File: src/rv_isa_pkg.sv
// RV32 base encoding only; compressed instructions are not recognized and decode as op_other
package rv_isa_pkg;

    localparam int inst_width = 32; // RV32 instruction word

    // major opcode field position
    localparam int opcode_lsb = 0;
    localparam int opcode_msb = 6;

    // only the control-flow opcodes matter to the frontend
    typedef enum logic [6:0] {
        op_branch = 7'b1100011, // BEQ/BNE/BLT/BGE/BLTU/BGEU
        op_jal    = 7'b1101111,
        op_jalr   = 7'b1100111,
        op_other  = 7'b0000000  // anything that is not control flow
    } opcode_e;

    // immediate sign bit, shared by the J and B formats
    localparam int imm_sign_bit = 31;

endpackage

File: src/fetch_pkg.sv
// fetch addresses are 32-bit byte addresses with word-aligned instructions
package fetch_pkg;

    localparam int xlen = 32;       // address width
    localparam int word_bytes = 4;  // byte step between instruction words

    typedef logic [xlen-1:0] addr_t;
    typedef logic [31:0] inst_t;

    // four-phase memory port handshake
    typedef enum logic [1:0] {
        st_idle,    // req low, may start a request
        st_req,     // req high, waiting for ack
        st_release  // req dropped, waiting for ack to fall
    } port_state_e;

endpackage

File: src/pc_gen.sv
// redirect targets are forced to word alignment; redirect wins over a same-cycle line update
`timescale 1ns/1ps

module pc_gen #(
    parameter fetch_pkg::addr_t reset_pc = 32'h0000_0100
) (
    input  logic             clk,
    input  logic             rst,
    input  logic             redir,
    input  fetch_pkg::addr_t redir_pc,
    input  logic             line_valid,
    input  fetch_pkg::addr_t next_pc,
    output fetch_pkg::addr_t fetch_pc
);

    localparam int align_bits = $clog2(fetch_pkg::word_bytes);

    fetch_pkg::addr_t pc_q;
    fetch_pkg::addr_t redir_aligned;

    assign redir_aligned = {redir_pc[fetch_pkg::xlen-1:align_bits], {align_bits{1'b0}}};

    always_ff @(posedge clk) begin
        if (rst) begin
            pc_q <= reset_pc;
        end else if (redir) begin
            pc_q <= redir_aligned; // backend redirect first
        end else if (line_valid) begin
            pc_q <= next_pc;       // predicted fall-through or target
        end
    end

    assign fetch_pc = pc_q;

    // a misaligned PC would break every slot index downstream
    pc_aligned_a: assert property (@(posedge clk) disable iff (rst)
        fetch_pc[align_bits-1:0] == '0)
        else $error("fetch_pc lost word alignment: %h", fetch_pc);

endmodule

File: src/imem_port.sv
// one line outstanding at a time; a redirect during a request lets the handshake finish and drops its data
`timescale 1ns/1ps

module imem_port #(
    parameter int line_words = 4
) (
    input  logic                                        clk,
    input  logic                                        rst,
    input  fetch_pkg::addr_t                            fetch_pc,
    input  logic                                        room,
    input  logic                                        redir,
    output logic                                        ic_req,
    output fetch_pkg::addr_t                            ic_addr,
    input  logic                                        ic_ack,
    input  logic [line_words*rv_isa_pkg::inst_width-1:0] ic_rdata,
    output logic                                        line_valid,
    output fetch_pkg::addr_t                            line_pc,
    output logic [line_words*rv_isa_pkg::inst_width-1:0] line_data
);

    localparam int off_bits = $clog2(line_words * fetch_pkg::word_bytes);

    fetch_pkg::port_state_e state;
    fetch_pkg::addr_t       req_pc;  // PC latched at request start
    logic                   stale;   // response belongs to a flushed path
    logic                   start_req;
    logic                   capture;

    assign start_req = (state == fetch_pkg::st_idle) && room && !ic_ack;
    assign capture   = (state == fetch_pkg::st_req) && ic_ack;

    always_ff @(posedge clk) begin
        if (rst) begin
            state      <= fetch_pkg::st_idle;
            ic_req     <= 1'b0;
            line_valid <= 1'b0;
            stale      <= 1'b0;
        end else begin
            line_valid <= 1'b0; // single-cycle pulse
            case (state)
                fetch_pkg::st_idle: begin
                    if (start_req) begin
                        state  <= fetch_pkg::st_req;
                        ic_req <= 1'b1;
                        stale  <= redir; // PC latched this edge is already old
                    end
                end
                fetch_pkg::st_req: begin
                    if (redir) begin
                        stale <= 1'b1;
                    end
                    if (ic_ack) begin
                        state      <= fetch_pkg::st_release;
                        ic_req     <= 1'b0;
                        line_valid <= !(stale || redir);
                    end
                end
                fetch_pkg::st_release: begin
                    if (!ic_ack) begin
                        state <= fetch_pkg::st_idle; // four-phase done
                    end
                end
                default: state <= fetch_pkg::st_idle;
            endcase
        end
    end

    always_ff @(posedge clk) begin
        if (start_req) begin
            req_pc <= fetch_pc;
        end
        if (capture) begin
            line_data <= ic_rdata;
        end
    end

    assign ic_addr = {req_pc[fetch_pkg::xlen-1:off_bits], {off_bits{1'b0}}};
    assign line_pc = req_pc; // word offset kept for predecode

    req_held_a: assert property (@(posedge clk) disable iff (rst)
        $fell(ic_req) |-> $past(ic_ack))
        else $error("ic_req dropped before ic_ack");

    addr_stable_a: assert property (@(posedge clk) disable iff (rst)
        ic_req && $past(ic_req) |-> $stable(ic_addr))
        else $error("ic_addr changed while ic_req high");

endmodule

File: src/predecode.sv
// static rule only: JAL and backward branches taken, JALR and forward branches fall through
`timescale 1ns/1ps

module predecode #(
    parameter int line_words = 4
) (
    input  logic                                         line_valid,
    input  fetch_pkg::addr_t                             line_pc,
    input  logic [line_words*rv_isa_pkg::inst_width-1:0] line_data,
    output logic [line_words-1:0]                        keep_mask,
    output fetch_pkg::addr_t [line_words-1:0]            slot_pc,
    output fetch_pkg::inst_t [line_words-1:0]            slot_inst,
    output fetch_pkg::addr_t                             next_pc
);

    localparam int off_bits   = $clog2(line_words * fetch_pkg::word_bytes);
    localparam int align_bits = $clog2(fetch_pkg::word_bytes);
    localparam int idx_bits   = $clog2(line_words);
    localparam int iw         = rv_isa_pkg::inst_width;
    localparam int sb         = rv_isa_pkg::imm_sign_bit;

    fetch_pkg::addr_t       line_base;
    logic [idx_bits-1:0]    start_idx;
    rv_isa_pkg::opcode_e    op [line_words];
    logic [line_words-1:0]  taken;
    fetch_pkg::addr_t       target [line_words];
    logic                   taken_seen;

    assign line_base = {line_pc[fetch_pkg::xlen-1:off_bits], {off_bits{1'b0}}};
    assign start_idx = line_pc[off_bits-1:align_bits]; // first slot on the fetch path

    // per-slot decode and target computation
    always_comb begin
        for (int i = 0; i < line_words; i++) begin
            slot_inst[i] = line_data[i*iw +: iw];
            slot_pc[i]   = line_base + fetch_pkg::addr_t'(i * fetch_pkg::word_bytes);
            case (slot_inst[i][rv_isa_pkg::opcode_msb:rv_isa_pkg::opcode_lsb])
                rv_isa_pkg::op_branch: op[i] = rv_isa_pkg::op_branch;
                rv_isa_pkg::op_jal:    op[i] = rv_isa_pkg::op_jal;
                rv_isa_pkg::op_jalr:   op[i] = rv_isa_pkg::op_jalr; // no target known here
                default:               op[i] = rv_isa_pkg::op_other;
            endcase
            // negative B offset means a loop back edge
            taken[i] = (op[i] == rv_isa_pkg::op_jal) ||
                       (op[i] == rv_isa_pkg::op_branch && slot_inst[i][sb]);
            if (op[i] == rv_isa_pkg::op_jal) begin
                target[i] = slot_pc[i] + {{(fetch_pkg::xlen-20){slot_inst[i][sb]}},
                    slot_inst[i][19:12], slot_inst[i][20], slot_inst[i][30:21], 1'b0};
            end else begin
                target[i] = slot_pc[i] + {{(fetch_pkg::xlen-12){slot_inst[i][sb]}},
                    slot_inst[i][7], slot_inst[i][30:25], slot_inst[i][11:8], 1'b0};
            end
        end
    end

    // keep from the entry slot up to the first taken one
    always_comb begin
        taken_seen = 1'b0;
        keep_mask  = '0;
        next_pc    = line_base + fetch_pkg::addr_t'(line_words * fetch_pkg::word_bytes);
        for (int i = 0; i < line_words; i++) begin
            if (line_valid && idx_bits'(i) >= start_idx && !taken_seen) begin
                keep_mask[i] = 1'b1;
                if (taken[i]) begin
                    taken_seen = 1'b1;
                    next_pc    = target[i];
                end
            end
        end
    end

endmodule

File: src/fetch_queue.sv
// fq_depth and line_words must be powers of two with fq_depth >= line_words; redirect drops all entries
`timescale 1ns/1ps

module fetch_queue #(
    parameter int line_words = 4,
    parameter int fq_depth   = 8
) (
    input  logic                              clk,
    input  logic                              rst,
    input  logic                              redir,
    input  logic [line_words-1:0]             keep_mask,
    input  fetch_pkg::addr_t [line_words-1:0] slot_pc,
    input  fetch_pkg::inst_t [line_words-1:0] slot_inst,
    output logic                              room,
    output logic                              out_valid,
    input  logic                              out_ready,
    output fetch_pkg::addr_t                  out_pc,
    output fetch_pkg::inst_t                  out_inst
);

    localparam int ptr_w = $clog2(fq_depth);
    localparam int cnt_w = ptr_w + 1;

    fetch_pkg::addr_t pc_mem   [fq_depth];
    fetch_pkg::inst_t inst_mem [fq_depth];

    logic [ptr_w-1:0] head;
    logic [ptr_w-1:0] tail;
    logic [cnt_w-1:0] count;
    logic [cnt_w-1:0] push_cnt;
    logic [ptr_w-1:0] wr_idx [line_words];
    logic             pop;

    // pack kept slots densely onto the tail
    always_comb begin
        push_cnt = '0;
        for (int i = 0; i < line_words; i++) begin
            wr_idx[i] = tail + ptr_w'(push_cnt);
            push_cnt  = push_cnt + cnt_w'(keep_mask[i]);
        end
    end

    always_ff @(posedge clk) begin
        for (int i = 0; i < line_words; i++) begin
            if (keep_mask[i]) begin
                pc_mem[wr_idx[i]]   <= slot_pc[i];
                inst_mem[wr_idx[i]] <= slot_inst[i];
            end
        end
    end

    assign pop = out_valid && out_ready;

    always_ff @(posedge clk) begin
        if (rst || redir) begin
            head  <= '0;
            tail  <= '0;
            count <= '0;
        end else begin
            head  <= head + ptr_w'(pop);
            tail  <= tail + ptr_w'(push_cnt);
            count <= count + push_cnt - cnt_w'(pop);
        end
    end

    assign out_valid = count != '0;
    assign out_pc    = pc_mem[head];
    assign out_inst  = inst_mem[head];
    assign room      = (cnt_w'(fq_depth) - count) >= cnt_w'(line_words); // a whole line fits

    count_bound_a: assert property (@(posedge clk) disable iff (rst)
        count <= cnt_w'(fq_depth))
        else $error("fetch queue overflow, count %0d", count);

endmodule

File: src/frontend_top.sv
// line_words >= 2 and fq_depth >= line_words, both powers of two; memory port must follow four-phase req/ack
`timescale 1ns/1ps

module frontend_top #(
    parameter int               line_words = 4,
    parameter int               fq_depth   = 8,
    parameter fetch_pkg::addr_t reset_pc   = 32'h0000_0100
) (
    input  logic                                         clk,
    input  logic                                         rst,
    input  logic                                         redir,
    input  fetch_pkg::addr_t                             redir_pc,
    output logic                                         ic_req,
    output fetch_pkg::addr_t                             ic_addr,
    input  logic                                         ic_ack,
    input  logic [line_words*rv_isa_pkg::inst_width-1:0] ic_rdata,
    output logic                                         out_valid,
    input  logic                                         out_ready,
    output fetch_pkg::addr_t                             out_pc,
    output fetch_pkg::inst_t                             out_inst
);

    fetch_pkg::addr_t                             fetch_pc;
    fetch_pkg::addr_t                             next_pc;
    fetch_pkg::addr_t                             line_pc;
    logic                                         line_valid;
    logic [line_words*rv_isa_pkg::inst_width-1:0] line_data;
    logic [line_words-1:0]                        keep_mask;
    fetch_pkg::addr_t [line_words-1:0]            slot_pc;
    fetch_pkg::inst_t [line_words-1:0]            slot_inst;
    logic                                         room;

    pc_gen #(.reset_pc(reset_pc)) pc_gen_i (
        .clk(clk), .rst(rst), .redir(redir), .redir_pc(redir_pc),
        .line_valid(line_valid), .next_pc(next_pc), .fetch_pc(fetch_pc)
    );

    imem_port #(.line_words(line_words)) imem_port_i (
        .clk(clk), .rst(rst), .fetch_pc(fetch_pc), .room(room), .redir(redir),
        .ic_req(ic_req), .ic_addr(ic_addr), .ic_ack(ic_ack), .ic_rdata(ic_rdata),
        .line_valid(line_valid), .line_pc(line_pc), .line_data(line_data)
    );

    predecode #(.line_words(line_words)) predecode_i (
        .line_valid(line_valid), .line_pc(line_pc), .line_data(line_data),
        .keep_mask(keep_mask), .slot_pc(slot_pc), .slot_inst(slot_inst), .next_pc(next_pc)
    );

    fetch_queue #(.line_words(line_words), .fq_depth(fq_depth)) fetch_queue_i (
        .clk(clk), .rst(rst), .redir(redir),
        .keep_mask(keep_mask), .slot_pc(slot_pc), .slot_inst(slot_inst), .room(room),
        .out_valid(out_valid), .out_ready(out_ready), .out_pc(out_pc), .out_inst(out_inst)
    );

endmodule

File: config.mk
export PLATFORM = sky130hd
export DESIGN_NAME = frontend_top
export DESIGN_NICKNAME = d
export VERILOG_FILES = /design/src/rv_isa_pkg.sv /design/src/fetch_pkg.sv /design/src/pc_gen.sv /design/src/imem_port.sv /design/src/predecode.sv /design/src/fetch_queue.sv /design/src/frontend_top.sv
export SDC_FILE = /design/constraint.sdc
export NUM_CORES = 2
export LEC_CHECK = 0
export BUFFER_PORTS_ARGS = -buffer_cell sky130_fd_sc_hd__buf_2
export CAP_MARGIN = 20
export CORE_MARGIN = 4
export CORE_UTILIZATION = 50
export CTS_BUF_LIST = sky130_fd_sc_hd__clkbuf_4 sky130_fd_sc_hd__clkbuf_8 sky130_fd_sc_hd__clkbuf_16
export DETAILED_ROUTE_END_ITERATION = 8
export HOLD_SLACK_MARGIN = 0.12
export PLACE_DENSITY = 0.69
export SYNTH_ARGS = -nofsm -noshare
export SYNTH_HDL_FRONTEND = slang
export SYNTH_SLANG_ARGS = --single-unit
File: constraint.sdc
create_clock -name clk -period 17.8 [get_ports clk]
set_input_delay 2.67 -clock clk [delete_from_list [all_inputs] [get_ports clk]]
set_output_delay 2.67 -clock clk [all_outputs]
set_load 0.005 [all_outputs]
==> key figures <==
Status
  • Outcome: complete, no violations

GRT
  • First-pass GRT wire length: 208 mm
  • Gr usage total: 31.1%
  • Number of global-route vias before repair: 31400
  • Total gr overflow: 0
  • Initial antenna violation count: 3
  • Largest net degree at the start of global routing: 91

STA
  • RSZ-0062 raised after global routing: false
  • Max-slew headroom: 27.1%
  • Final setup violation count: 0
  • Setup TNS: 0 ps
  • Clk_skew: 31.6 ps
  • Max Clk Rate: 152 MHz
  • Period minus WS final: 6570 ps
  • Slew Limit Fails: 0
  • Final hold vios: 0
  • Tightest Pin Transition: 1090 ps
  • Part of the cycle the worst path needs: 36.9%

Synthesis
  • Yosys warnings: 0
  • Ys async rst share: 0%
  • Prevailing post-synth register cell: edfxtp_1
  • Number of flops mapped to enable cells by yosys: 638
  • Post-synth design cell area: 0.0422 mm2
  • Cell count after synthesis: 4043
  • FF+latch count, synth: 699
  • Avg Inst Size Synth: 10.4 um2
  • Register area share after synthesis: 48.3%
  • Post-synth cell types: 84

Finish
  • Leading cell type in the layout, fill and taps excluded: edfxtp_1
  • Register area: 0.0204 mm2
  • Fill count: 7114
  • Most frequent cells in the layout: 638 x edfxtp_1, 598 x nand2_1, 476 x o21ai_0
  • Nets: 4364
  • Area occupied by multi-input gates: 0.0201 mm2
  • Ratio of cells with drive above 1 in the final layout: 17.4%
  • Finished Layout Cells: 5256
  • Antenna cells: 0
  • Area grow syn2layout: 10.5%

Placed design
  • Inst Count DP: 5114
  • Routability Congestion: 0.990
  • DP Wirelength: 90.4 mm
  • I/O Buffers: 254

Floorplan
  • Core area: 0.0837 mm2
  • Die area: 0.0892 mm2
  • Initial Util: 50.5%
  • Chip Width: 299 um
  • Die height: 299 um
  • Row count: 106
  • # IOs: 263

CTS
  • Clock latency on the worst-skew pair: 660 ps
  • CTS buffer count: 79
  • Number of hold buffers added after cts: 0
  • H-tree depth: 3
  • CTS clk-pin slew, worst paths: 60 ps
  • Post-CTS sizing: 0
  • CTS root buf: clkbuf_16
  • Clock tree buffer depth: 3
  • CTS tree: done
  • Clk sinks: 699
  • Setup Buffers After CTS: 0

Power
  • Int Pwr: 3.35 mW
  • Static Leak: 17.9 nW
  • Seq pwr share: 42.2%
  • Clock Power Share: 34.5%
  • Psw: 1.49 mW
  • Switch share: 30.7%
  • Pwr dens: 104 mW/mm2
  • Gate power share: 23.3%
  • Worst IR Drop VDD: 0.0000755 V

Setup path
  • Crit-path cells: buf_4 > buf_4 > mux4_2 > mux2_2 > buf_2
  • CP peak stage delay: 870 ps
  • CP max FO: 58
  • Worst Path Buf+Inv: 3
  • CP max stage cell: buf_4
  • Worst EP arrival: 3900 ps
  • Most used cell, CP: buf_4
  • Critical Path Sink Type: output pin
  • WP data required: 15130 ps
  • Delay-heaviest family, CP: buffers and inverters
  • Type of origin of the critical path: register
  • CP Class: register to output pin

Routing
  • Drt wl/cell: 27.2 um
  • DRT Wirelength: 143 mm
  • Vias/cell: 6.40
  • Iteration-0 DRC Markers: 4234
  • DRC Markers: 0
  • DRT antenna net count: 0
  • Via count: 33700
  • Drt first pass iters: 6

Worst hold path
  • Worst hold-check path type: register to register

Job
  • Max Cap Viol: 0
==> per-stage QoR <==
stage	setup WS, ps	hold slack, ps	area [um2]	power (mW)	util (%)
after floorplan	9160	399	42200	2.84	-
after global placement	11710	402	44000	3.17	52.6
final	11230	418	46700	4.84	55.7
after global routing	11150	430	46700	5.04	55.7
after detailed placement	11640	409	44000	3.18	52.6
after CTS	11240	412	46700	4.85	55.7
==> sequential cells by signal, indices dropped and copies added (netlist names) <==
signal and cells:
fetch_queue_i.count 4, fetch_queue_i.head 3, fetch_queue_i.inst_mem 256, fetch_queue_i.pc_mem 240, fetch_queue_i.tail 3, imem_port_i.ic_req 1
imem_port_i.line_data 128, imem_port_i.line_pc 30, imem_port_i.line_valid 1, imem_port_i.stale 1, imem_port_i.state 2, pc_gen_i.fetch_pc 30
==> cell type report <==
type	count	area share, %
Clock buffer	98	4.65
Tap cell	1134	3.04
Timing Repair Buffer	336	4.11
Multi-Input combinational cell	2902	43.1
Clock inverter	44	1.00
Inverter	43	0.346
Sequential cell	699	43.7
==> cells in the mapped netlist (34+ instances only) <==
| library cell | number | area (um2) |
|---|---|---|
| edfxtp_1 | 638 | 19200 |
| nand2_1 | 604 | 2270 |
| o21ai_0 | 476 | 2380 |
| a21oi_1 | 323 | 1620 |
| clkbuf_1 | 251 | 942 |
| mux2i_1 | 203 | 2030 |
| nor2_1 | 195 | 732 |
| ha_1 | 130 | 1630 |
| mux4_2 | 124 | 2790 |
| nand3_1 | 123 | 616 |
| buf_2 | 77 | 385 |
| mux2_2 | 73 | 822 |
| a21o_1 | 72 | 541 |
| xnor2_1 | 70 | 613 |
| dfxtp_1 | 61 | 1220 |
| xor2_1 | 59 | 517 |
| buf_4 | 42 | 315 |
| inv_1 | 42 | 158 |
| a211oi_1 | 37 | 278 |
| nor3_1 | 37 | 185 |
| buf_1 | 34 | 128 |
==> final timing paths <==
kind                                 end  slack, ps                       from  cells past startpoint
max                          out_inst[2]      11230      fetch_queue_i.head[1]                      5
min              imem_port_i.line_pc[14]        420      pc_gen_i.fetch_pc[14]                      0
max reg2reg  fetch_queue_i.pc_mem[6][31]      11440  imem_port_i.line_data[31]                     16
min reg2reg      imem_port_i.line_pc[14]        420      pc_gen_i.fetch_pc[14]                      0
==> kinds of logic after synthesis <==
kind of cell,after synthesis,share of synthesized area (%)
AOI/OAI and AO/OA,1091,15.0
xor gates and xnor gates,129,2.68
adders and majority gates,138,4.23
buffers and inverters,447,4.58
DFF,699,48.3
muxes,400,13.4
other,1,0.00888
and+or+nand+nor,1138,11.9
==> power by group through the flow <==
stage | Combinational (mW) | Sequential (mW) | Clock, mW
floorplan | 0.836 | 2.00 | 0
global placement | 1.10 | 2.07 | 0
detailed placement | 1.11 | 2.08 | 0
CTS | 1.12 | 2.04 | 1.69
global route | 1.23 | 2.05 | 1.76
finish | 1.13 | 2.04 | 1.67
==> routing by layer <==
| layer | global-route usage, % | vias up | wire length [um] |
|---|---|---|---|
| met4 | 14.7 | 4 | 7340 |
| li1 | - | 15000 | - |
| met5 | 0 | - | 27 |
| met3 | 7.21 | 453 | 15400 |
| met1 | 41.6 | 16200 | 55700 |
| met2 | 48.3 | 1996 | 64500 |
Note: power is estimated with default switching activity, not from simulation.
